<file path="config.mk">
export PLATFORM = sky130hd
export DESIGN_NAME = vp_frontend_top
export DESIGN_NICKNAME = d
export VERILOG_FILES = /design/src/hdl/vp_timing_pkg.sv /design/src/hdl/vp_input_pkg.sv /design/src/hdl/vp_clock_enables.sv /design/src/hdl/vp_cart_mapper.sv /design/src/hdl/vp_pad_router.sv /design/src/hdl/vp_pad_port.sv /design/src/hdl/vp_key_merger.sv /design/src/hdl/vp_frontend_top.sv
export SDC_FILE = /design/constraint.sdc
export NUM_CORES = 1
export LEC_CHECK = 0
export BUFFER_PORTS_ARGS = -buffer_cell sky130_fd_sc_hd__buf_2
export CAP_MARGIN = 5
export CORE_MARGIN = 3
export CORE_UTILIZATION = 55
export CTS_CLUSTER_DIAMETER = 40
export CTS_CLUSTER_SIZE = 12
export DETAILED_ROUTE_END_ITERATION = 12
export GPL_ROUTABILITY_DRIVEN = 0
export PLACE_DENSITY = 0.78
export SKIP_LAST_GASP = 1
export SYNTH_ARGS = -nofsm -noshare
export SYNTH_HDL_FRONTEND = slang
export SYNTH_SLANG_ARGS = --single-unit
</file>
<file path="constraint.sdc">
create_clock -name clk_sys -period 7.6 [get_ports clk_sys]
set_input_delay 0.38 -clock clk_sys [delete_from_list [all_inputs] [get_ports clk_sys]]
set_output_delay 0.38 -clock clk_sys [all_outputs]
set_load 0.02 [all_outputs]
</file>
<file path="src/hdl/vp_timing_pkg.sv">
// Videopac front end timing package, clock dividers and cartridge geometry
`default_nettype none

package vp_timing_pkg;

	//////////////////////////////////////////////////////////////////////
	// Clock enable dividers
	//////////////////////////////////////////////////////////////////////

	localparam int DIV_CNT_W = 4;

	// NTSC runs the CPU at sys/8 and the VDC at sys/6
	localparam logic [DIV_CNT_W-1:0] CPU_DIV_NTSC = 4'd8;
	localparam logic [DIV_CNT_W-1:0] CPU_DIV_PAL  = 4'd12;  // PAL sys clock is faster
	localparam logic [DIV_CNT_W-1:0] VDC_DIV_NTSC = 4'd6;
	localparam logic [DIV_CNT_W-1:0] VDC_DIV_PAL  = 4'd10;

	//////////////////////////////////////////////////////////////////////
	// Cartridge and ROM
	//////////////////////////////////////////////////////////////////////

	localparam int CART_ADDR_W = 12;  // Console side address bus
	localparam int ROM_ADDR_W  = 14;  // Up to 16K of image
	localparam int SIZE_CNT_W  = 16;

	// Image sizes recognised by the mapper
	localparam logic [SIZE_CNT_W-1:0] CART_4K  = 16'd4096;
	localparam logic [SIZE_CNT_W-1:0] CART_8K  = 16'd8192;
	localparam logic [SIZE_CNT_W-1:0] CART_16K = 16'd16384;

	// Download slot that carries an XROM image
	localparam logic [7:0] XROM_INDEX = 8'd2;

endpackage

`default_nettype wire

</file>
<file path="src/hdl/vp_input_pkg.sv">
// Videopac front end input package, pad layout, PS/2 key word and key codes
`default_nettype none

package vp_input_pkg;

	//////////////////////////////////////////////////////////////////////
	// Gamepad word
	//////////////////////////////////////////////////////////////////////

	localparam int PAD_W = 16;

	// Bit positions, 1 when pressed
	localparam int PAD_RIGHT  = 0;
	localparam int PAD_LEFT   = 1;
	localparam int PAD_DOWN   = 2;
	localparam int PAD_UP     = 3;
	localparam int PAD_ACTION = 4;
	localparam int PAD_RESET  = 5;

	// Numpad keys 1..9,0 above the buttons
	localparam int NUMPAD_LSB = 6;
	localparam int NUMPAD_W   = 10;

	localparam int PLAYERS         = 2;
	localparam int PAD_SYNC_STAGES = 2;

	//////////////////////////////////////////////////////////////////////
	// PS/2 key word
	//////////////////////////////////////////////////////////////////////

	localparam int PS2_W       = 11;
	localparam int PS2_TOGGLE  = 10;  // Flips once per event
	localparam int PS2_PRESSED = 9;   // 1 on make, 0 on break
	localparam int PS2_CODE_W  = 8;   // Bit 8 (extended) not used

	//////////////////////////////////////////////////////////////////////
	// Key stream codes
	//////////////////////////////////////////////////////////////////////

	localparam int ASCII_W = 8;

	localparam logic [ASCII_W-1:0] KEY_YES       = 8'h11;
	localparam logic [ASCII_W-1:0] KEY_NO        = 8'h12;
	localparam logic [ASCII_W-1:0] KEY_ENTER     = 8'd10;
	localparam logic [ASCII_W-1:0] KEY_BACKSPACE = 8'd8;
	localparam logic [ASCII_W-1:0] KEY_NONE      = 8'd0;

endpackage

`default_nettype wire

</file>
<file path="src/hdl/vp_clock_enables.sv">
// CPU and VDC clock enable pulse generator for NTSC or PAL timing
`default_nettype none

module vp_clock_enables
	import vp_timing_pkg::*;
(
	input  logic clk_sys,
	input  logic reset,
	input  logic pal_i,
	output logic cpu_en_o,
	output logic vdc_en_o
);

	logic [DIV_CNT_W-1:0] cpu_cnt;
	logic [DIV_CNT_W-1:0] vdc_cnt;
	logic [DIV_CNT_W-1:0] cpu_last;
	logic [DIV_CNT_W-1:0] vdc_last;

	// Terminal counts, mode only changes under reset
	assign cpu_last = pal_i ? CPU_DIV_PAL - DIV_CNT_W'(1) : CPU_DIV_NTSC - DIV_CNT_W'(1);
	assign vdc_last = pal_i ? VDC_DIV_PAL - DIV_CNT_W'(1) : VDC_DIV_NTSC - DIV_CNT_W'(1);

	always_ff @(posedge clk_sys or posedge reset) begin
		if (reset) begin
			cpu_cnt  <= '0;
			vdc_cnt  <= '0;
			cpu_en_o <= 1'b0;
			vdc_en_o <= 1'b0;
		end else begin
			// CPU divider
			if (cpu_cnt >= cpu_last) begin
				cpu_cnt  <= '0;
				cpu_en_o <= 1'b1;  // One pulse per wrap
			end else begin
				cpu_cnt  <= cpu_cnt + DIV_CNT_W'(1);
				cpu_en_o <= 1'b0;
			end

			// VDC divider
			if (vdc_cnt >= vdc_last) begin
				vdc_cnt  <= '0;
				vdc_en_o <= 1'b1;
			end else begin
				vdc_cnt  <= vdc_cnt + DIV_CNT_W'(1);
				vdc_en_o <= 1'b0;
			end
		end
	end

endmodule

`default_nettype wire

</file>
<file path="src/hdl/vp_cart_mapper.sv">
// Cartridge mapper, tracks download size and XROM flag and builds the ROM address
`default_nettype none

module vp_cart_mapper
	import vp_timing_pkg::*;
(
	input  logic                   clk_sys,
	input  logic                   reset,
	input  logic                   ioctl_download_i,
	input  logic                   ioctl_wr_i,
	input  logic [7:0]             ioctl_index_i,
	input  logic [CART_ADDR_W-1:0] cart_addr_i,
	input  logic                   cart_bank0_i,
	input  logic                   cart_bank1_i,
	output logic [ROM_ADDR_W-1:0]  rom_addr_o
);

	logic                  download_q;
	logic                  download_start;
	logic [SIZE_CNT_W-1:0] cart_size;
	logic                  xrom;

	assign download_start = ioctl_download_i & ~download_q;

	always_ff @(posedge clk_sys or posedge reset) begin
		if (reset) begin
			download_q <= 1'b0;
		end else begin
			download_q <= ioctl_download_i;
		end
	end

	// Image size and type, kept until the next download
	always_ff @(posedge clk_sys) begin
		if (download_start) begin
			cart_size <= '0;
			xrom      <= (ioctl_index_i == XROM_INDEX);
		end else if (ioctl_download_i && ioctl_wr_i) begin
			cart_size <= cart_size + SIZE_CNT_W'(1);
		end
	end

	//////////////////////////////////////////////////////////////////////
	// Address mapping, A10 is skipped on banked images
	//////////////////////////////////////////////////////////////////////

	always_comb begin
		if (xrom) begin
			rom_addr_o = ROM_ADDR_W'(cart_addr_i);  // Linear 4K view
		end else begin
			case (cart_size)
				CART_4K:  rom_addr_o = ROM_ADDR_W'({cart_bank0_i, cart_addr_i[11],
					cart_addr_i[9:0]});
				CART_8K:  rom_addr_o = ROM_ADDR_W'({cart_bank1_i, cart_bank0_i,
					cart_addr_i[11], cart_addr_i[9:0]});
				CART_16K: rom_addr_o = {cart_bank1_i, cart_bank0_i, cart_addr_i};
				default:  rom_addr_o = ROM_ADDR_W'({cart_addr_i[11], cart_addr_i[9:0]});
			endcase
		end
	end

endmodule

`default_nettype wire

</file>
<file path="src/hdl/vp_pad_router.sv">
// Gamepad router, applies the player swap and synchronises both pad words
`default_nettype none

module vp_pad_router
	import vp_input_pkg::*;
(
	input  logic             clk_sys,
	input  logic             reset,
	input  logic             swap_i,
	input  logic [PAD_W-1:0] pad_a_i,
	input  logic [PAD_W-1:0] pad_b_i,
	output logic [PAD_W-1:0] pad_o [PLAYERS]
);

	logic [PAD_W-1:0] pad_sel [PLAYERS];
	logic [PAD_W-1:0] sync_q  [PLAYERS][PAD_SYNC_STAGES];

	// Player 0 is pad A unless swapped
	assign pad_sel[0] = swap_i ? pad_b_i : pad_a_i;
	assign pad_sel[1] = swap_i ? pad_a_i : pad_b_i;

	always_ff @(posedge clk_sys or posedge reset) begin
		if (reset) begin
			for (int p = 0; p < PLAYERS; p++) begin
				for (int s = 0; s < PAD_SYNC_STAGES; s++) begin
					sync_q[p][s] <= '0;  // Nothing pressed
				end
			end
		end else begin
			for (int p = 0; p < PLAYERS; p++) begin
				sync_q[p][0] <= pad_sel[p];
				for (int s = 1; s < PAD_SYNC_STAGES; s++) begin
					sync_q[p][s] <= sync_q[p][s-1];
				end
			end
		end
	end

	always_comb begin
		for (int p = 0; p < PLAYERS; p++) begin
			pad_o[p] = sync_q[p][PAD_SYNC_STAGES-1];
		end
	end

endmodule

`default_nettype wire

</file>
<file path="src/hdl/vp_pad_port.sv">
// Per-player pad port, active-low directions, numpad change detect and digit encode
`default_nettype none

module vp_pad_port
	import vp_input_pkg::*;
(
	input  logic               clk_sys,
	input  logic               reset,
	input  logic [PAD_W-1:0]   pad_i,
	output logic               up_n_o,
	output logic               down_n_o,
	output logic               left_n_o,
	output logic               right_n_o,
	output logic               action_n_o,
	output logic               reset_pressed_o,
	output logic               numpad_changed_o,
	output logic               numpad_idle_o,
	output logic [ASCII_W-1:0] digit_o
);

	logic [NUMPAD_W-1:0] numpad;
	logic [NUMPAD_W-1:0] numpad_q;
	logic [ASCII_W-1:0]  digit_next;
	logic [ASCII_W-1:0]  digit_q;
	logic                changed_q;

	assign numpad = pad_i[NUMPAD_LSB +: NUMPAD_W];

	// Console expects low when pressed
	assign up_n_o          = ~pad_i[PAD_UP];
	assign down_n_o        = ~pad_i[PAD_DOWN];
	assign left_n_o        = ~pad_i[PAD_LEFT];
	assign right_n_o       = ~pad_i[PAD_RIGHT];
	assign action_n_o      = ~pad_i[PAD_ACTION];
	assign reset_pressed_o = pad_i[PAD_RESET];

	// Lowest numpad bit wins, last bit is the zero key
	always_comb begin
		digit_next = KEY_NONE;
		for (int i = NUMPAD_W - 1; i >= 0; i--) begin
			if (numpad[i]) begin
				digit_next = (i == NUMPAD_W - 1) ? "0" : ASCII_W'(8'h31 + i);
			end
		end
	end

	always_ff @(posedge clk_sys or posedge reset) begin
		if (reset) begin
			numpad_q  <= '0;
			changed_q <= 1'b0;
		end else begin
			numpad_q  <= numpad;
			changed_q <= |(numpad ^ numpad_q);  // Press or release
		end
	end

	// Digit held through the release
	always_ff @(posedge clk_sys) begin
		if (|numpad) begin
			digit_q <= digit_next;
		end
	end

	assign numpad_changed_o = changed_q;
	assign numpad_idle_o    = ~|numpad_q;
	assign digit_o          = digit_q;

endmodule

`default_nettype wire

</file>
<file path="src/hdl/vp_key_merger.sv">
// Key merger, decodes PS/2 scancodes and merges them with pad digits into one stream
`default_nettype none

module vp_key_merger
	import vp_input_pkg::*;
(
	input  logic               clk_sys,
	input  logic               reset,
	input  logic [PS2_W-1:0]   ps2_key_i,
	input  logic [PLAYERS-1:0] pad_changed_i,
	input  logic [PLAYERS-1:0] pad_idle_i,
	input  logic [PLAYERS-1:0] pad_reset_i,
	input  logic [ASCII_W-1:0] pad_digit_i [PLAYERS],
	output logic               rx_valid_o,
	output logic               rx_released_o,
	output logic               console_res_n_o,
	output logic [ASCII_W-1:0] rx_ascii_o
);

	logic               toggle_q;
	logic               ps2_event;
	logic               ps2_changed_q;
	logic               ps2_released_q;
	logic [ASCII_W-1:0] ps2_ascii_q;
	logic [ASCII_W-1:0] pad_ascii;

	function automatic logic [ASCII_W-1:0] scan_to_ascii(input logic [PS2_CODE_W-1:0] code);
		case (code)
			8'h16: scan_to_ascii = "1";
			8'h1E: scan_to_ascii = "2";
			8'h26: scan_to_ascii = "3";
			8'h25: scan_to_ascii = "4";
			8'h2E: scan_to_ascii = "5";
			8'h36: scan_to_ascii = "6";
			8'h3D: scan_to_ascii = "7";
			8'h3E: scan_to_ascii = "8";
			8'h46: scan_to_ascii = "9";
			8'h45: scan_to_ascii = "0";
			8'h1C: scan_to_ascii = "a";
			8'h32: scan_to_ascii = "b";
			8'h21: scan_to_ascii = "c";
			8'h23: scan_to_ascii = "d";
			8'h24: scan_to_ascii = "e";
			8'h2B: scan_to_ascii = "f";
			8'h34: scan_to_ascii = "g";
			8'h33: scan_to_ascii = "h";
			8'h43: scan_to_ascii = "i";
			8'h3B: scan_to_ascii = "j";
			8'h42: scan_to_ascii = "k";
			8'h4B: scan_to_ascii = "l";
			8'h3A: scan_to_ascii = "m";
			8'h31: scan_to_ascii = "n";
			8'h44: scan_to_ascii = "o";
			8'h4D: scan_to_ascii = "p";
			8'h15: scan_to_ascii = "q";
			8'h2D: scan_to_ascii = "r";
			8'h1B: scan_to_ascii = "s";
			8'h2C: scan_to_ascii = "t";
			8'h3C: scan_to_ascii = "u";
			8'h2A: scan_to_ascii = "v";
			8'h1D: scan_to_ascii = "w";
			8'h22: scan_to_ascii = "x";
			8'h35: scan_to_ascii = "y";
			8'h1A: scan_to_ascii = "z";
			8'h29: scan_to_ascii = " ";
			8'h79: scan_to_ascii = "+";  // Keypad
			8'h7B: scan_to_ascii = "-";
			8'h7C: scan_to_ascii = "*";
			8'h4A: scan_to_ascii = "/";
			8'h55: scan_to_ascii = "=";
			8'h1F: scan_to_ascii = KEY_YES;  // Left GUI
			8'h27: scan_to_ascii = KEY_NO;   // Right GUI
			8'h5A: scan_to_ascii = KEY_ENTER;
			8'h66: scan_to_ascii = KEY_BACKSPACE;
			default: scan_to_ascii = KEY_NONE;
		endcase
	endfunction

	assign ps2_event = (ps2_key_i[PS2_TOGGLE] != toggle_q);

	// Player 0 overrides the others
	always_comb begin
		pad_ascii = KEY_NONE;
		for (int p = PLAYERS - 1; p >= 0; p--) begin
			if (pad_changed_i[p]) begin
				pad_ascii = pad_digit_i[p];
			end
		end
	end

	//////////////////////////////////////////////////////////////////////
	// Event stage and output stage
	//////////////////////////////////////////////////////////////////////

	always_ff @(posedge clk_sys or posedge reset) begin
		if (reset) begin
			toggle_q        <= 1'b0;
			ps2_changed_q   <= 1'b0;
			ps2_released_q  <= 1'b1;
			rx_valid_o      <= 1'b0;
			rx_released_o   <= 1'b1;
			console_res_n_o <= 1'b0;  // Console held in reset
		end else begin
			toggle_q        <= ps2_key_i[PS2_TOGGLE];
			ps2_changed_q   <= ps2_event;
			ps2_released_q  <= ~ps2_key_i[PS2_PRESSED];
			rx_valid_o      <= ps2_changed_q | (|pad_changed_i);
			rx_released_o   <= ps2_released_q & (&pad_idle_i);
			console_res_n_o <= ~|pad_reset_i;
		end
	end

	always_ff @(posedge clk_sys) begin
		if (ps2_event) begin
			ps2_ascii_q <= scan_to_ascii(ps2_key_i[PS2_CODE_W-1:0]);
		end
		if (ps2_changed_q) begin
			rx_ascii_o <= ps2_ascii_q;  // Keyboard first
		end else if (|pad_changed_i) begin
			rx_ascii_o <= pad_ascii;
		end
	end

endmodule

`default_nettype wire

</file>
<file path="src/hdl/vp_frontend_top.sv">
// Videopac front end top, clock enables, pad handling, key stream and cartridge mapping
`default_nettype none

module vp_frontend_top
	import vp_timing_pkg::*;
	import vp_input_pkg::*;
(
	input  logic                   clk_sys,
	input  logic                   reset,
	input  logic                   pal_i,
	input  logic                   swap_i,
	input  logic [PAD_W-1:0]       pad_a_i,
	input  logic [PAD_W-1:0]       pad_b_i,
	input  logic [PS2_W-1:0]       ps2_key_i,
	input  logic                   ioctl_download_i,
	input  logic                   ioctl_wr_i,
	input  logic [7:0]             ioctl_index_i,
	input  logic [CART_ADDR_W-1:0] cart_addr_i,
	input  logic                   cart_bank0_i,
	input  logic                   cart_bank1_i,
	output logic                   cpu_en_o,
	output logic                   vdc_en_o,
	output logic [PLAYERS-1:0]     joy_up_n_o,
	output logic [PLAYERS-1:0]     joy_down_n_o,
	output logic [PLAYERS-1:0]     joy_left_n_o,
	output logic [PLAYERS-1:0]     joy_right_n_o,
	output logic [PLAYERS-1:0]     joy_action_n_o,
	output logic                   rx_valid_o,
	output logic [ASCII_W-1:0]     rx_ascii_o,
	output logic                   rx_released_o,
	output logic                   console_res_n_o,
	output logic [ROM_ADDR_W-1:0]  rom_addr_o
);

	logic [PAD_W-1:0]   pad_sync  [PLAYERS];
	logic [ASCII_W-1:0] pad_digit [PLAYERS];
	logic [PLAYERS-1:0] pad_changed;
	logic [PLAYERS-1:0] pad_idle;
	logic [PLAYERS-1:0] pad_reset;

	vp_clock_enables vp_clock_enables_inst (
		.clk_sys  (clk_sys),
		.reset    (reset),
		.pal_i    (pal_i),
		.cpu_en_o (cpu_en_o),
		.vdc_en_o (vdc_en_o)
	);

	vp_cart_mapper vp_cart_mapper_inst (
		.clk_sys          (clk_sys),
		.reset            (reset),
		.ioctl_download_i (ioctl_download_i),
		.ioctl_wr_i       (ioctl_wr_i),
		.ioctl_index_i    (ioctl_index_i),
		.cart_addr_i      (cart_addr_i),
		.cart_bank0_i     (cart_bank0_i),
		.cart_bank1_i     (cart_bank1_i),
		.rom_addr_o       (rom_addr_o)
	);

	//////////////////////////////////////////////////////////////////////
	// Pads, player 0 lands on joystick bit 1
	//////////////////////////////////////////////////////////////////////

	vp_pad_router vp_pad_router_inst (
		.clk_sys (clk_sys),
		.reset   (reset),
		.swap_i  (swap_i),
		.pad_a_i (pad_a_i),
		.pad_b_i (pad_b_i),
		.pad_o   (pad_sync)
	);

	for (genvar p = 0; p < PLAYERS; p++) begin : gen_pad
		vp_pad_port vp_pad_port_inst (
			.clk_sys          (clk_sys),
			.reset            (reset),
			.pad_i            (pad_sync[p]),
			.up_n_o           (joy_up_n_o[PLAYERS-1-p]),
			.down_n_o         (joy_down_n_o[PLAYERS-1-p]),
			.left_n_o         (joy_left_n_o[PLAYERS-1-p]),
			.right_n_o        (joy_right_n_o[PLAYERS-1-p]),
			.action_n_o       (joy_action_n_o[PLAYERS-1-p]),
			.reset_pressed_o  (pad_reset[p]),
			.numpad_changed_o (pad_changed[p]),
			.numpad_idle_o    (pad_idle[p]),
			.digit_o          (pad_digit[p])
		);
	end

	vp_key_merger vp_key_merger_inst (
		.clk_sys         (clk_sys),
		.reset           (reset),
		.ps2_key_i       (ps2_key_i),
		.pad_changed_i   (pad_changed),
		.pad_idle_i      (pad_idle),
		.pad_reset_i     (pad_reset),
		.pad_digit_i     (pad_digit),
		.rx_valid_o      (rx_valid_o),
		.rx_released_o   (rx_released_o),
		.console_res_n_o (console_res_n_o),
		.rx_ascii_o      (rx_ascii_o)
	);

endmodule

`default_nettype wire

</file>
-- Yosys cells after proc, flatten, opt, wreduce, memory -nomap -nowiden
Memories as Yosys holds them, arrays and structs flattened. A register that Yosys moved wholly into a read port is not among the register bits.
Cells that the tools add are included.
- output and inout port bits: 37
- memories kept: 1
- memory bits (read-only): 896
- bits in latches: 0
- register bits after elaboration: 148
- memory bits (writable): 0
- input port bits: 71
- word-level logic and storage cells: 111
- memories (memory ; depth ; bits a word ; rd ports ; clocked after memory_dff ; write ports ; RTL line ; text):
    (name not given) ; 128 ; 7 ; 1 ; 1 ; 0 ; vp_key_merger.sv:28 ; case (code)
- add/subtract/negate cells: 3
- reductions and logical operators: 20
- $mul: 0
- bitwise logic cells: 17
- $lt $le $gt $ge: 2
- div/mod/pow operators: 0
- mux-type cells: 32
- shift operators: 0
- equality and inequality tests: 5
- operator list (kind ; count):
    OR reduction 10 bit ; 6
    one-hot mux 14 bit (3 select lines) ; 1
    two-way mux 16 bit ; 2
    two-way mux 4 bit ; 8
    two-way mux 3 bit ; 8
    two-way mux 6 bit ; 4
    bitwise XOR 10 bit ; 2
    OR reduction 9 bit ; 2
    adder 16 x 1 -> 16 bit, second input constant ; 1
    == test 16 x 13 -> 1 bit, second input constant ; 1
    == test 16 x 14 -> 1 bit, second input constant ; 1
    == test 16 x 15 -> 1 bit, second input constant ; 1
    two-way mux 8 bit ; 2
    two-way mux 14 bit ; 1
    OR reduction 7 bit ; 2
    NOT 1 bit ; 12
    adder 4 x 1 -> 4 bit, second input constant ; 2
    == test 8 x 2 -> 1 bit, second input constant ; 1
    >= comparator 4 bit ; 2
    two-way mux 2 bit ; 4
    OR reduction 3 bit ; 2
    OR reduction 2 bit ; 2
    zero test 1 bit ; 3
    bitwise AND 1 bit ; 2
    other kinds (6) ; 7

-- Longest topological paths before layout
Gate-level depths: netlist (run 1).
- depth after elaboration: 9
- depth in mapped cells: 8
- gate-level depth less buffers: 6

-- By module
Synthesis (run 1) repeated with hierarchy kept, for this count alone.
- cell total of the unflattened synthesis: 626
- area total of the unflattened synthesis: 7123.1 µm²
- by module, submodules not included (module ; cells an instance ; area an instance (µm²) ; sequential area each (µm²) ; instances):
    vp_pad_router ; 133 ; 2389.8 ; 1601.5 ; 1
    vp_key_merger ; 203 ; 1778.0 ; 603.1 ; 1
    vp_pad_port ; 61 ; 713.2 ; 425.4 ; 2
    vp_cart_mapper ; 125 ; 1022.2 ; 375.4 ; 1
    vp_clock_enables ; 43 ; 506.7 ; 250.2 ; 1

-- Worst setup path before layout (run 1)
Ideal clock, no wire load.
- path kind: input to register
- from: input port ps2_key_i[1]
- to: register vp_key_merger_inst.ps2_ascii_q[0] (data pin)
- slack: 5.505 ns
- setup time: 0.261 ns
- required time: 7.339 ns
- arrival: 1.834 ns
- cell stages on the path: 8
- buffers on the path: 2
- path through: clkbuf_1 -> inv_1 -> ha_1 -> clkbuf_1 -> nor2b_1 -> nor3_1 -> o21ai_0 -> o32a_1
- RTL lines (what ; RTL line ; text):
    start: declaration ; vp_frontend_top.sv:14 ; input logic [PS2_W-1:0] ps2_key_i,
    end: declaration ; vp_key_merger.sv:24 ; logic [ASCII_W-1:0] ps2_ascii_q;

-- Final worst setup path (run 1)
- from: register vp_cart_mapper_inst.cart_size[0]
- to: output port rom_addr_o[10]
- cells in the longest elaborated chain, start to end: 3
- elaborated cells between the ends (all ways): 5
- those cells by class: 3 x eq/ne; 2 x mux
- RTL lines (what ; RTL line ; text):
    start: declaration ; vp_cart_mapper.sv:20 ; logic [SIZE_CNT_W-1:0] cart_size;
    start signal: assignment ; vp_cart_mapper.sv:39 ; cart_size <= cart_size + SIZE_CNT_W'(1);
    == test 16 x 15 -> 1 bit (tied with other cells) ; vp_cart_mapper.sv:51 ; case (cart_size)
    one-hot mux 14 bit (3 select lines) (*) ; vp_cart_mapper.sv:51 ;
    two-way mux 14 bit (*) ; vp_cart_mapper.sv:48 ; if (xrom) begin
    end: declaration ; vp_frontend_top.sv:32 ; output logic [ROM_ADDR_W-1:0] rom_addr_o
Mark *: on every way between the ends. The rest lies on a longest branch, timed or not.

==> summary.txt, run 1 <==
Run status
  • Status: finished clean

Logic synthesis
  • Yosys cell types: 69
  • Syn_nets: about 660
  • Synth warnings: 0
  • Most used DFF post-synth: dfrtp_1
  • Sequential area share after synthesis: 0.558
  • Post-synth EDFFs: 25
  • Synthesized area: 0.00654 mm2
  • Post-Synthesis Cells: just under 600
  • Synth Register Bits: around 140
  • Avg Synthesized Cell Area: 11.3 um2
  • Synth async-reset ratio: 0.715

Global route
  • First-pass GRT wire length: 21.5 mm
  • GRT Residual Overflow: 0
  • Tot GR Track Use: 0.207
  • Largest net degree at the start of global routing: 79
  • Vias in the first global route: around 4600
  • Initial antenna violation count: 0

Setup path
  • Max incr delay on CP: 400 ps
  • Worst reg2reg setup slack: 5680 ps
  • Endpoint class of the critical path: output pin
  • CP startpoint kind: flip-flop
  • CP Data Arrival Time: 2090 ps
  • Worst r2r src: vp_pad_router_inst.pad_o[28]
  • Reg2reg end: gen_pad[0].vp_pad_port_inst.digit_o[3]
  • Worst r2r path cells: 3
  • Worst path top cell family by delay: flip-flops
  • Worst path bufs/invs: 2
  • CP max-delay cell: dfxtp_1
  • Critical-path cell list: inv_1 -> ha_1 -> nor4b_1 -> a41oi_1 -> mux2_2 -> buf_2
  • Required @ worst endpoint: about 7200 ps
  • CP Class: flip-flop to output pin
  • Worst-path fanout max: 4

STA
  • Final setup viols: 0
  • Slew Limit Headroom: 0.386
  • Setup TNS: 0 ps
  • Final hold vios: 0
  • Tmin final: between 2000 and 2500 ps
  • RSZ-0062 raised after global routing: no
  • Clock Skew: around 11 ps
  • Worst slew pin tran: 921 ps
  • Max-slew violations: 0
  • Peak Freq: 0.405 GHz
  • Tcrit/Tclk final: 0.325

Finish
  • ANT cells: 0
  • Post-Layout Inst Area: 0.00756 mm2
  • Number of fill cells in the layout: 859
  • Layout cells sized above 1: 0.250
  • Synth-to-layout area growth: 15.6%
  • Final #Nets: roughly 730

Routing
  • DR iter-0 viols: 323
  • Pre-Repair DR Iteration Count: 4
  • Routed via count: 4556
  • Detailed Route WL: 12.9 mm
  • WL/cell: 16.1 um
  • Vias per inst: 5.72
  • Post-DRT Antenna Nets: 0
  • DRC viols: 0

Die
  • Ports: 108
  • Die height: about 120 um
  • Initial Utilization: 0.568
  • Core Rows: 39
  • Full die area: 0.0132 mm2
  • Die W: 115 um
  • Core area: 0.0115 mm2

Clock tree
  • Num Clock Sinks: 144
  • Clock root cell: clkbuf_16
  • Postcts setup bufs: 0
  • Post-CTS Hold Buffers: 1
  • Clock latency on the worst-skew pair: between 400 and 500 ps
  • CTS Buf Count: 17
  • Resized Gates After CTS: 0
  • Clock Path Buffers: 2
  • TritonCTS clock tree: yes
  • Htree depth: 4
  • Reg clk slew, reported paths: roughly 50 ps

Hold path
  • Hold Path End: vp_key_merger_inst.ps2_released_q
  • Worst Hold Class: input pin to flip-flop
  • Hold_sp: ps2_key_i[9]
  • Hold Path Depth: 2

Placement
  • Post-DP HPWL: 8.81 mm
  • Post-placement cell area: approximately 0.007 mm2
  • Number of port buffers: 85

Power and ir drop
  • Leak: between 3 and 4 nW
  • VDD IR max: 215 uV
  • P per Cell Area: 271 mW/mm2

Job
  • Maxcap violations: 0
[metal layers]
metal	wire [um]	global-route usage	up-vias	part of all wire
li1	-	-	2156	-
met1	5190	0.252	2228	0.40
met2	6650	0.349	145	0.52
met3	730	0.0558	27	0.057
met4	286	0.0884	0	0.022
met5	0	0	-	0
[state kept, by name, summed over array words and instances (netlist names), 7 cells and up]
name / cells
vp_pad_router_inst.pad_o: 32
vp_cart_mapper_inst.cart_size: 16
vp_pad_router_inst.sync_q: 32
vp_key_merger_inst.ps2_ascii_q: 7
gen_pad.vp_pad_port_inst.numpad_q: 20
vp_key_merger_inst.rx_ascii_o: 7
gen_pad.vp_pad_port_inst.digit_o: 10
[Yosys cell counts (3+ instances only)]
master	count	area, um2
dfrtp_1	101	2530
nor2_1	41	154
inv_1	35	131
mux2_2	34	383
nand2_1	31	116
edfxtp_1	25	751
xor2_1	25	219
a21oi_1	22	110
buf_4	21	158
dfxtp_1	16	320
ha_1	16	200
nand3_1	13	65.1
nor2b_1	13	81.3
nor4_1	12	75.1
o21ai_0	12	60.1
nand2b_1	10	62.6
nor3_1	10	50.1
xnor2_1	10	87.6
clkbuf_1	9	33.8
or4_1	8	60.1
buf_2	7	35.0
nand4_1	7	43.8
a21o_1	6	45.0
a311oi_1	5	43.8
o211ai_1	5	37.5
o31ai_1	5	37.5
a211oi_1	4	30.0
a22oi_1	4	30.0
and2_1	4	25.0
buf_1	4	15.0
a221o_1	3	30.0
a31oi_1	3	18.8
a41o_1	3	30.0
mux2i_1	3	30.0
o21bai_1	3	22.5
o22ai_1	3	18.8
o32ai_1	3	26.3
[power breakdown]
| group | total [mW] | switching, mW | internal (mW) | leakage, nW |
|---|---|---|---|---|
| Combinational | 0.251 | 0.143 | 0.108 | 1.43 |
| Clock | 0.883 | 0.300 | 0.582 | 0.314 |
| Sequential | 0.914 | 0.0527 | 0.861 | 1.60 |
[cell usage in the layout (no fill, tap or decap), drive strengths merged, types with 4 or more instances in the layout]
cell type and instances:
ha 16, nand3 14, a311oi 5, buf 86
nand4 8, o211ai 5, a211oi 4, a22oi 4
dfxtp 16, and3 4, nor4 12, xor2 25
clkbuf 25, o21ai 12, a21oi 22, or4 8
and2 4, nor2b 13, inv 36, mux2 34
o31ai 5, nand2 31, edfxtp 25, xnor2 10
nand2b 10, dfrtp 101, a21o 6, nor2 41
nor3 10
[logic make-up after synthesis]
family,synth area share
compound gates,0.101
xor+xnor,0.0468
fa+ha+maj,0.0306
buf+inv,0.0591
flops,0.558
mux,0.0631
other cells,0.000573
simple gates,0.141
[through the flow]
step	std cells	hold WS [ps]	total power [mW]	setup slack, ps	util
floorplan	577	331	1.11	4520	-
global placement	763	332	1.15	5340	0.600
detailed placement	763	335	1.17	5270	0.600
CTS	796	57.2	2.07	5100	0.657
global route	796	61.7	2.14	4900	0.657
finish	796	78.4	2.05	5130	0.657
[worst max path at each step]
| stage | start | to | slack [ps] | cells after the start |
|---|---|---|---|---|
| 2_1_floorplan | reset | gen_pad[0].vp_pad_port_inst.numpad_changed_o | 4520 | 1 |
| 3_3_place_gp | ps2_key_i[2] | vp_key_merger_inst.ps2_ascii_q[2] | 5340 | 7 |
| 3_5_place_dp | ps2_key_i[2] | vp_key_merger_inst.ps2_ascii_q[2] | 5270 | 7 |
| 4_1_cts | vp_cart_mapper_inst.cart_size[0] | rom_addr_o[10] | 5100 | 6 |
| 5_1_grt | vp_cart_mapper_inst.cart_size[0] | rom_addr_o[10] | 4900 | 6 |
| 6_report | vp_cart_mapper_inst.cart_size[0] | rom_addr_o[10] | 5130 | 6 |
[area by class of cell]
| class | count | area (um2) | share of cell area |
|---|---|---|---|
| clock inverters | 7 | 118 | 0.0156 |
| multi-input cells | 354 | 2510 | 0.331 |
| repair buffers | 87 | 443 | 0.0586 |
| clock buffers | 25 | 528 | 0.0698 |
| well taps | 143 | 179 | 0.0237 |
| flip-flops and latches | 144 | 3650 | 0.483 |
| inverters | 36 | 138 | 0.0182 |
No activity file was read; power rests on OpenSTA's default activity.
==> inputs of run 2 (changes only) <==
--- a/config.mk
+++ b/config.mk
@@ -5,15 +5,16 @@
 export SDC_FILE = /design/constraint.sdc
 export NUM_CORES = 1
 export LEC_CHECK = 0
+export ABC_AREA = 1
 export BUFFER_PORTS_ARGS = -buffer_cell sky130_fd_sc_hd__buf_2
 export CAP_MARGIN = 5
 export CORE_MARGIN = 3
-export CORE_UTILIZATION = 55
+export CORE_UTILIZATION = 51
 export CTS_CLUSTER_DIAMETER = 40
 export CTS_CLUSTER_SIZE = 12
 export DETAILED_ROUTE_END_ITERATION = 12
 export GPL_ROUTABILITY_DRIVEN = 0
-export PLACE_DENSITY = 0.78
+export PLACE_DENSITY = 0.76
 export SKIP_LAST_GASP = 1
 export SYNTH_ARGS = -nofsm -noshare
 export SYNTH_HDL_FRONTEND = slang
==> constraint.sdc (replaced) <==
create_clock -name clk_sys -period 2.15 [get_ports clk_sys]
set_input_delay 0.1075 -clock clk_sys [delete_from_list [all_inputs] [get_ports clk_sys]]
set_output_delay 0.1075 -clock clk_sys [all_outputs]
set_load 0.02 [all_outputs]
==> summary.txt, run 2 <==
Routing
  • Vias per inst: 5.02 (-12%)
  • Post-DRT Antenna Nets: 0 (unchanged)
  • WL/cell: 12.8 um (-20%)
  • Detailed Route WL: 13.8 mm (+7.6%)
  • DR iter-0 viols: 333 (+3.1%)
  • DRC viols: 0 (unchanged)
  • Pre-Repair DR Iteration Count: 5 (+1)
  • Routed via count: 5411 (+19%)

STA
  • Worst hold slack: 51.4 ps (-27.0 ps)
  • Final setup viols: 0 (unchanged)
  • Setup TNS: 0 ps (unchanged)
  • Final hold vios: 0 (unchanged)
  • RSZ-0062 raised after global routing: no
  • Setup ws final: 113 ps (-5020 ps)
  • Tcrit/Tclk final: 0.947
  • Peak Freq: 0.491 GHz
  • Clock Skew: 11.9 ps (+0.697 ps)
  • Max-slew violations: 0 (unchanged)
  • Worst slew pin tran: 682 ps (-239 ps)
  • Slew Limit Headroom: 0.544 (+0.158)
  • Tmin final: ~2000 ps

Clock tree
  • Clock latency on the worst-skew pair: 410 ps (about the same)
  • Reg clk slew, reported paths: 60 ps (about the same)
  • Postcts setup bufs: 0 (unchanged)
  • TritonCTS clock tree: yes
  • Num Clock Sinks: 144 (unchanged)
  • Clock Path Buffers: 2 (unchanged)
  • Clock root cell: clkbuf_16
  • Htree depth: 4 (unchanged)
  • CTS Buf Count: 17 (unchanged)

Global route
  • GRT Residual Overflow: 0 (unchanged)
  • Initial antenna violation count: 0 (unchanged)
  • Tot GR Track Use: 0.202 (-0.00556)
  • Largest net degree at the start of global routing: 31 (-61%)
  • First-pass GRT wire length: 23.4 mm (+8.6%)
  • Vias in the first global route: 5207 (+14%)

Logic synthesis
  • Yosys cell types: 43 (-38%)
  • Mux contribution to synthesized area: 0 (-0.0631)
  • Largest cells by area after synthesis: dfrtp_1 38%, edfxtp_1 11%, nand2_1 8.8%
  • Synthesized area: 0.00672 mm2 (+2.7%)
  • Syn_nets: 854 (+29%)
  • Top-area cell type share of the netlist area: 0.376 (-0.0100)
  • Area fraction in and, or, nand and nor cells after synthesis: 0.237 (+0.0960)
  • Adder-cell area share of the yosys netlist: 0.0298 (-0.000792)
  • Post-synth EDFFs: 25 (unchanged)
  • Count leader, synth: nand2_1
  • Area leader, netlist: dfrtp_1
  • Main combinational cell family by area after synthesis: simple AND/OR/NAND/NOR gates
  • Synth Register Bits: 144 (unchanged)
  • Synth async-reset ratio: 0.715 (unchanged)
  • Synth warnings: 0 (unchanged)
  • Post-Synthesis Cells: 767 (+33%)
  • Sequential area share after synthesis: 0.543 (-0.0144)
  • Avg Synthesized Cell Area: 8.76 um2 (-23%)
  • Most common library cells after synthesis: 157 x nand2_1, 101 x dfrtp_1, 98 x inv_1
  • Synth Area in XOR/XNOR: 0.0183 (-0.0286)
  • Most used DFF post-synth: dfrtp_1
  • Post-synthesis compound-gate area fraction: 0.0808 (-0.0205)

Power and ir drop
  • P per Cell Area: 845 mW/mm2 (+210%)
  • Sw Pwr: 1.79 mW (+260%)
  • Sequential power share: 0.456 (+0.010)
  • Leak: 4.05 nW (+21%)
  • Combinational group share of total power: 0.143 (+0.020)
  • Sw frac: 0.255 (+0.0127)
  • Clk network pwr share: 0.401 (-0.030)
  • VDD IR max: 767 uV (+260%)
  • P_int: 5.24 mW (+240%)

Finish
  • Layout cells sized above 1: 0.172 (-0.0772)
  • Final #Nets: 980 (+35%)
  • Post-Layout Inst Area: 0.00832 mm2 (+10%)
  • Most common cell after layout, fill and taps aside: nand2_1
  • Commonest cells after routing, fill and taps aside: 157 x nand2_1, 101 x dfrtp_1, 96 x inv_1
  • Synth-to-layout area growth: 23.9%
  • ANT cells: 0 (unchanged)

Placement
  • Post-DP HPWL: 9.30 mm (+5.6%)
  • Post-placement cell area: 0.00721 mm2 (+4.3%)
  • Setup WS pre-CTS: 540 ps (-4730 ps)
  • Number of port buffers: 85 (unchanged)

Setup path
  • CP Class: flip-flop to output pin
  • Worst r2r path cells: 5 (+2)
  • Endpoint class of the critical path: output pin
  • Required @ worst endpoint: 2040 ps (-5180 ps)
  • Worst-path fanout max: 4 (unchanged)
  • CP Data Arrival Time: 1930 ps (-160 ps)
  • CP startpoint kind: flip-flop

Die
  • Ports: 108 (unchanged)
  • Core Rows: 41 (+5.1%)
  • Die W: 121 um (+4.9%)
  • Core area: 0.0128 mm2 (+11%)
  • Initial Utilization: 0.526 (-0.0423)
  • Die height: 121 um (+4.9%)
  • Full die area: 0.0146 mm2 (+10%)

Hold path
  • Worst Hold Class: input pin to flip-flop
  • Hold Path Depth: 2 (unchanged)

Job
  • Maxcap violations: 0 (unchanged)

Run status
  • Status: finished clean
-- run 2: path summary, 6_finish.rpt --
path / start / endpoint / slack, ps
worst min register to register: vp_pad_router_inst.sync_q[53] / vp_pad_router_inst.pad_o[21] / 340
max in group asynchronous: reset / vp_pad_router_inst.pad_o[9] / 1190
worst max register to register: vp_pad_router_inst.pad_o[12] / gen_pad[1].vp_pad_port_inst.digit_o[3] / 510
worst max-delay path: vp_cart_mapper_inst.cart_size[1] / rom_addr_o[12] / 110
min in group asynchronous: reset / vp_clock_enables_inst.cpu_en_o / 300
worst min-delay path: ps2_key_i[7] / vp_key_merger_inst.ps2_ascii_q[1] / 50
-- run 2: layer usage --
metal	GRT usage	vias to the layer above	wire length, um
li1	-	2717	-
met1	0.245	2497	5760
met2	0.351	178	7090
met3	0.0533	19	813
met4	0.0637	0	177
met5	0	-	0
-- run 2: cell type report --
class                      instances  area (um2)
fill                            1034        4450
sequential                       144        3650
multi-input combinational        486        2480
timing repair buffer             142        1010
clock buffer                      23         509
inverter                         102         387
tap                              172         215
clock inverter                     8        75.1
-- run 2: timing repair --
item / 4_1_cts / 5_1_grt
hold buffers: 51 / 0
hold endpoints to repair: 55 / 0
setup endpoints to repair: 0 / 2
resized for setup: 0 / 5
-- run 2: cell families after synthesis --
| logic type | after synthesis |
|---|---|
| AOI/OAI and AO/OA | 103 |
| xor gates and xnor gates | 14 |
| adders and majority gates | 16 |
| buffers and inverters | 137 |
| DFF | 144 |
| other | 1 |
| and+or+nand+nor | 352 |
-- run 2: power groups by stage --
stage,Combinational (mW),Sequential [mW],Clock (mW)
3_5_place_dp,0.910,3.25,0
3_3_place_gp,0.874,3.24,0
4_1_cts,0.993,3.20,2.88
6_report,1.01,3.20,2.82
5_1_grt,1.15,3.24,3.02
2_1_floorplan,0.660,3.25,0
-- run 2: metrics by stage --
step / util / std cells / total power [mW]
3_3_place_gp: 0.564 / 995 / 4.12
2_1_floorplan: - / 767 / 3.91
4_1_cts: 0.650 / 1077 / 7.07
6_report: 0.652 / 1077 / 7.03
5_1_grt: 0.652 / 1077 / 7.41
3_5_place_dp: 0.564 / 995 / 4.16
-- run 2: critical path, stage by stage (launching register included) --
cell and delay, ps:
dfxtp_1 330, inv_1 110, ha_4 150, nor3b_4 230, nand3_2 120, nor2_4 110
nand2_1 80, nand2_1 90, nand2_1 70, inv_1 70, buf_4 140
==> inputs of run 3 (changes only) <==
--- a/config.mk
+++ b/config.mk
@@ -5,7 +5,6 @@
 export SDC_FILE = /design/constraint.sdc
 export NUM_CORES = 1
 export LEC_CHECK = 0
-export ABC_AREA = 1
 export BUFFER_PORTS_ARGS = -buffer_cell sky130_fd_sc_hd__buf_2
 export CAP_MARGIN = 5
 export CORE_MARGIN = 3
==> summary.txt, run 3 (same netlist as run 1, synthesis figures left out) <==
Run status
  • Status: finished clean

Finish
  • Post-Layout Inst Area: 0.00815 mm2 (-2.0%)
  • ANT cells: 0 (unchanged)
  • Layout cells sized above 1: 0.247 (+0.0745)
  • Register Area: 0.00365 mm2 (about the same)
  • Commonest cells after routing, fill and taps aside: 101 x dfrtp_1, 85 x buf_2, 53 x dlygate4sd3_1
  • Final #Nets: 783 (-20%)
  • Synth-to-layout area growth: 24.6%
  • Number of fill cells in the layout: 897 (-13%)
  • Most common cell after layout, fill and taps aside: dfrtp_1
  • Multi-input logic area: 0.00254 mm2 (+2.6%)

Placement
  • Post-DP HPWL: 8.82 mm (-5.2%)
  • Number of port buffers: 85 (unchanged)
  • Post-placement cell area: 0.00698 mm2 (-3.1%)
  • Setup WS pre-CTS: 320 ps (-220 ps)

STA
  • Setup ws final: 87.1 ps (-26.4 ps)
  • Slew Limit Headroom: 0.492 (-0.0517)
  • Clock Skew: 13.4 ps (+1.50 ps)
  • Tcrit/Tclk final: 0.959 (+0.0123)
  • Final hold vios: 0 (unchanged)
  • Final setup viols: 0 (unchanged)
  • Peak Freq: 0.485 GHz (-1.3%)
  • RSZ-0062 raised after global routing: no
  • Worst slew pin tran: 759 ps (+77.2 ps)
  • Max-slew violations: 0 (unchanged)
  • Setup TNS: 0 ps (unchanged)
  • Tmin final: 2060 ps (+26.4 ps)

Power and ir drop
  • Sw frac: 0.256 (+0.00125)
  • Leak: 3.57 nW (-12%)
  • P_int: 5.35 mW (+2.2%)
  • P per Cell Area: 883 mW/mm2 (+4.5%)
  • Clk network pwr share: 0.410 (+0.009)
  • VDD IR max: 1050 uV (+37%)
  • Combinational group share of total power: 0.141 (-0.002)
  • Sw Pwr: 1.84 mW (+2.8%)
  • Sequential power share: 0.449 (-0.007)

Routing
  • Vias per inst: 5.45 (+8.5%)
  • Routed via count: 4782 (-12%)
  • Pre-Repair DR Iteration Count: 6 (+1)
  • DR iter-0 viols: 294 (-12%)
  • DRC viols: 0 (unchanged)
  • Detailed Route WL: 14.0 mm (+0.97%)
  • WL/cell: 15.9 um (+24%)
  • Post-DRT Antenna Nets: 0 (unchanged)

Clock tree
  • Clock Path Buffers: 2 (unchanged)
  • TritonCTS clock tree: yes
  • Num Clock Sinks: 144 (unchanged)
  • Clock root cell: clkbuf_16
  • Clock latency on the worst-skew pair: 420 ps (about the same)
  • CTS Buf Count: 17 (unchanged)
  • Htree depth: 4 (unchanged)
  • Postcts setup bufs: 0 (unchanged)
  • Reg clk slew, reported paths: 60 ps (about the same)

Setup path
  • Required @ worst endpoint: 2040 ps (about the same)
  • Worst-path fanout max: 5 (+1)
  • Endpoint class of the critical path: output pin
  • CP Class: flip-flop to output pin
  • CP startpoint kind: flip-flop
  • CP Data Arrival Time: 1960 ps (+30 ps)

Die
  • Die W: 119 um (-1.2%)
  • Core area: 0.0123 mm2 (-4.0%)
  • Initial Utilization: 0.534 (+0.00776)
  • Core Rows: 40 (-2.4%)
  • Die height: 119 um (-1.2%)
  • Full die area: 0.0142 mm2 (-2.5%)
  • Ports: 108 (unchanged)

Job
  • Maxcap violations: 0 (unchanged)

Hold path
  • Worst Hold Class: input pin to flip-flop

Global route
  • Largest net degree at the start of global routing: 104 (+240%)
  • First-pass GRT wire length: 23.5 mm (+0.27%)
  • GRT Residual Overflow: 0 (unchanged)
  • Initial antenna violation count: 0 (unchanged)
  • Tot GR Track Use: 0.205 (+0.00311)
  • Vias in the first global route: 4952 (-4.9%)
## run 3: cell types whose count changed in the layout (fill, tap and decap cells not counted), sizes merged, moves of 27 or more
cell and delta:
o21ai -39, inv -65, nor2 -53, nand3 -27
nand2 -129, mux2 +34
## run 3: power by group through the flow
stage	registers, mW	logic [mW]	clock network [mW]
final	3.24	1.01	2.95
after floorplan	3.27	0.644	0
after CTS	3.23	0.978	2.98
after global routing	3.27	1.14	3.13
after detailed placement	3.28	0.882	0
after global placement	3.26	0.843	0
## run 3: critical path: stages (launching register included)
cell,delay [ps]
dfxtp_1,400
inv_1,60
ha_1,210
nor4b_4,150
a41oi_2,230
mux2_2,350
buf_2,160
## run 3: worst paths after layout
path                                                        from  cells past startpoint  slack, ps                                 endpoint
worst max-delay path            vp_cart_mapper_inst.cart_size[1]                      6         90                           rom_addr_o[10]
worst min-delay path                            ioctl_index_i[1]                      2         60                 vp_cart_mapper_inst.xrom
worst max register to register      vp_pad_router_inst.pad_o[28]                      3        300   gen_pad[0].vp_pad_port_inst.digit_o[4]
worst min register to register     vp_pad_router_inst.sync_q[61]                      0        340             vp_pad_router_inst.pad_o[29]
max in group asynchronous                                  reset                      4       1370         vp_clock_enables_inst.cpu_cnt[3]
min in group asynchronous                                  reset                      4        380  gen_pad[1].vp_pad_port_inst.numpad_q[1]
## run 3: area by class of cell
type	instances	area share
flip-flops and latches	144	0.448
multi-input cells	354	0.312
repair buffers	143	0.123
clock buffers	20	0.0586
well taps	168	0.0258
inverters	36	0.0170
clock inverters	12	0.0155
## run 3: per-stage QoR
step           cells  hold WS [ps]  utilization  power (mW)
3_3_place_gp     792           215        0.569        4.10
6_report         877          55.3        0.665        7.20
3_5_place_dp     792           215        0.569        4.16
2_1_floorplan    577           134            -        3.91
4_1_cts          877          42.5        0.663        7.19
5_1_grt          877          45.0        0.665        7.53
## run 3: layer usage
layer | up-vias | wire length [um] | GRT usage
met5 | - | 0 | 0
met1 | 2314 | 5550 | 0.244
met2 | 161 | 7340 | 0.354
li1 | 2272 | - | -
met4 | 0 | 316 | 0.0731
met3 | 35 | 761 | 0.0575
## run 3: repair_timing
item	CTS	global route
setup endpoints to repair	1	2
resized for setup	3	3
hold buffers	53	0
hold endpoints to repair	137	0
pin swaps	1	0
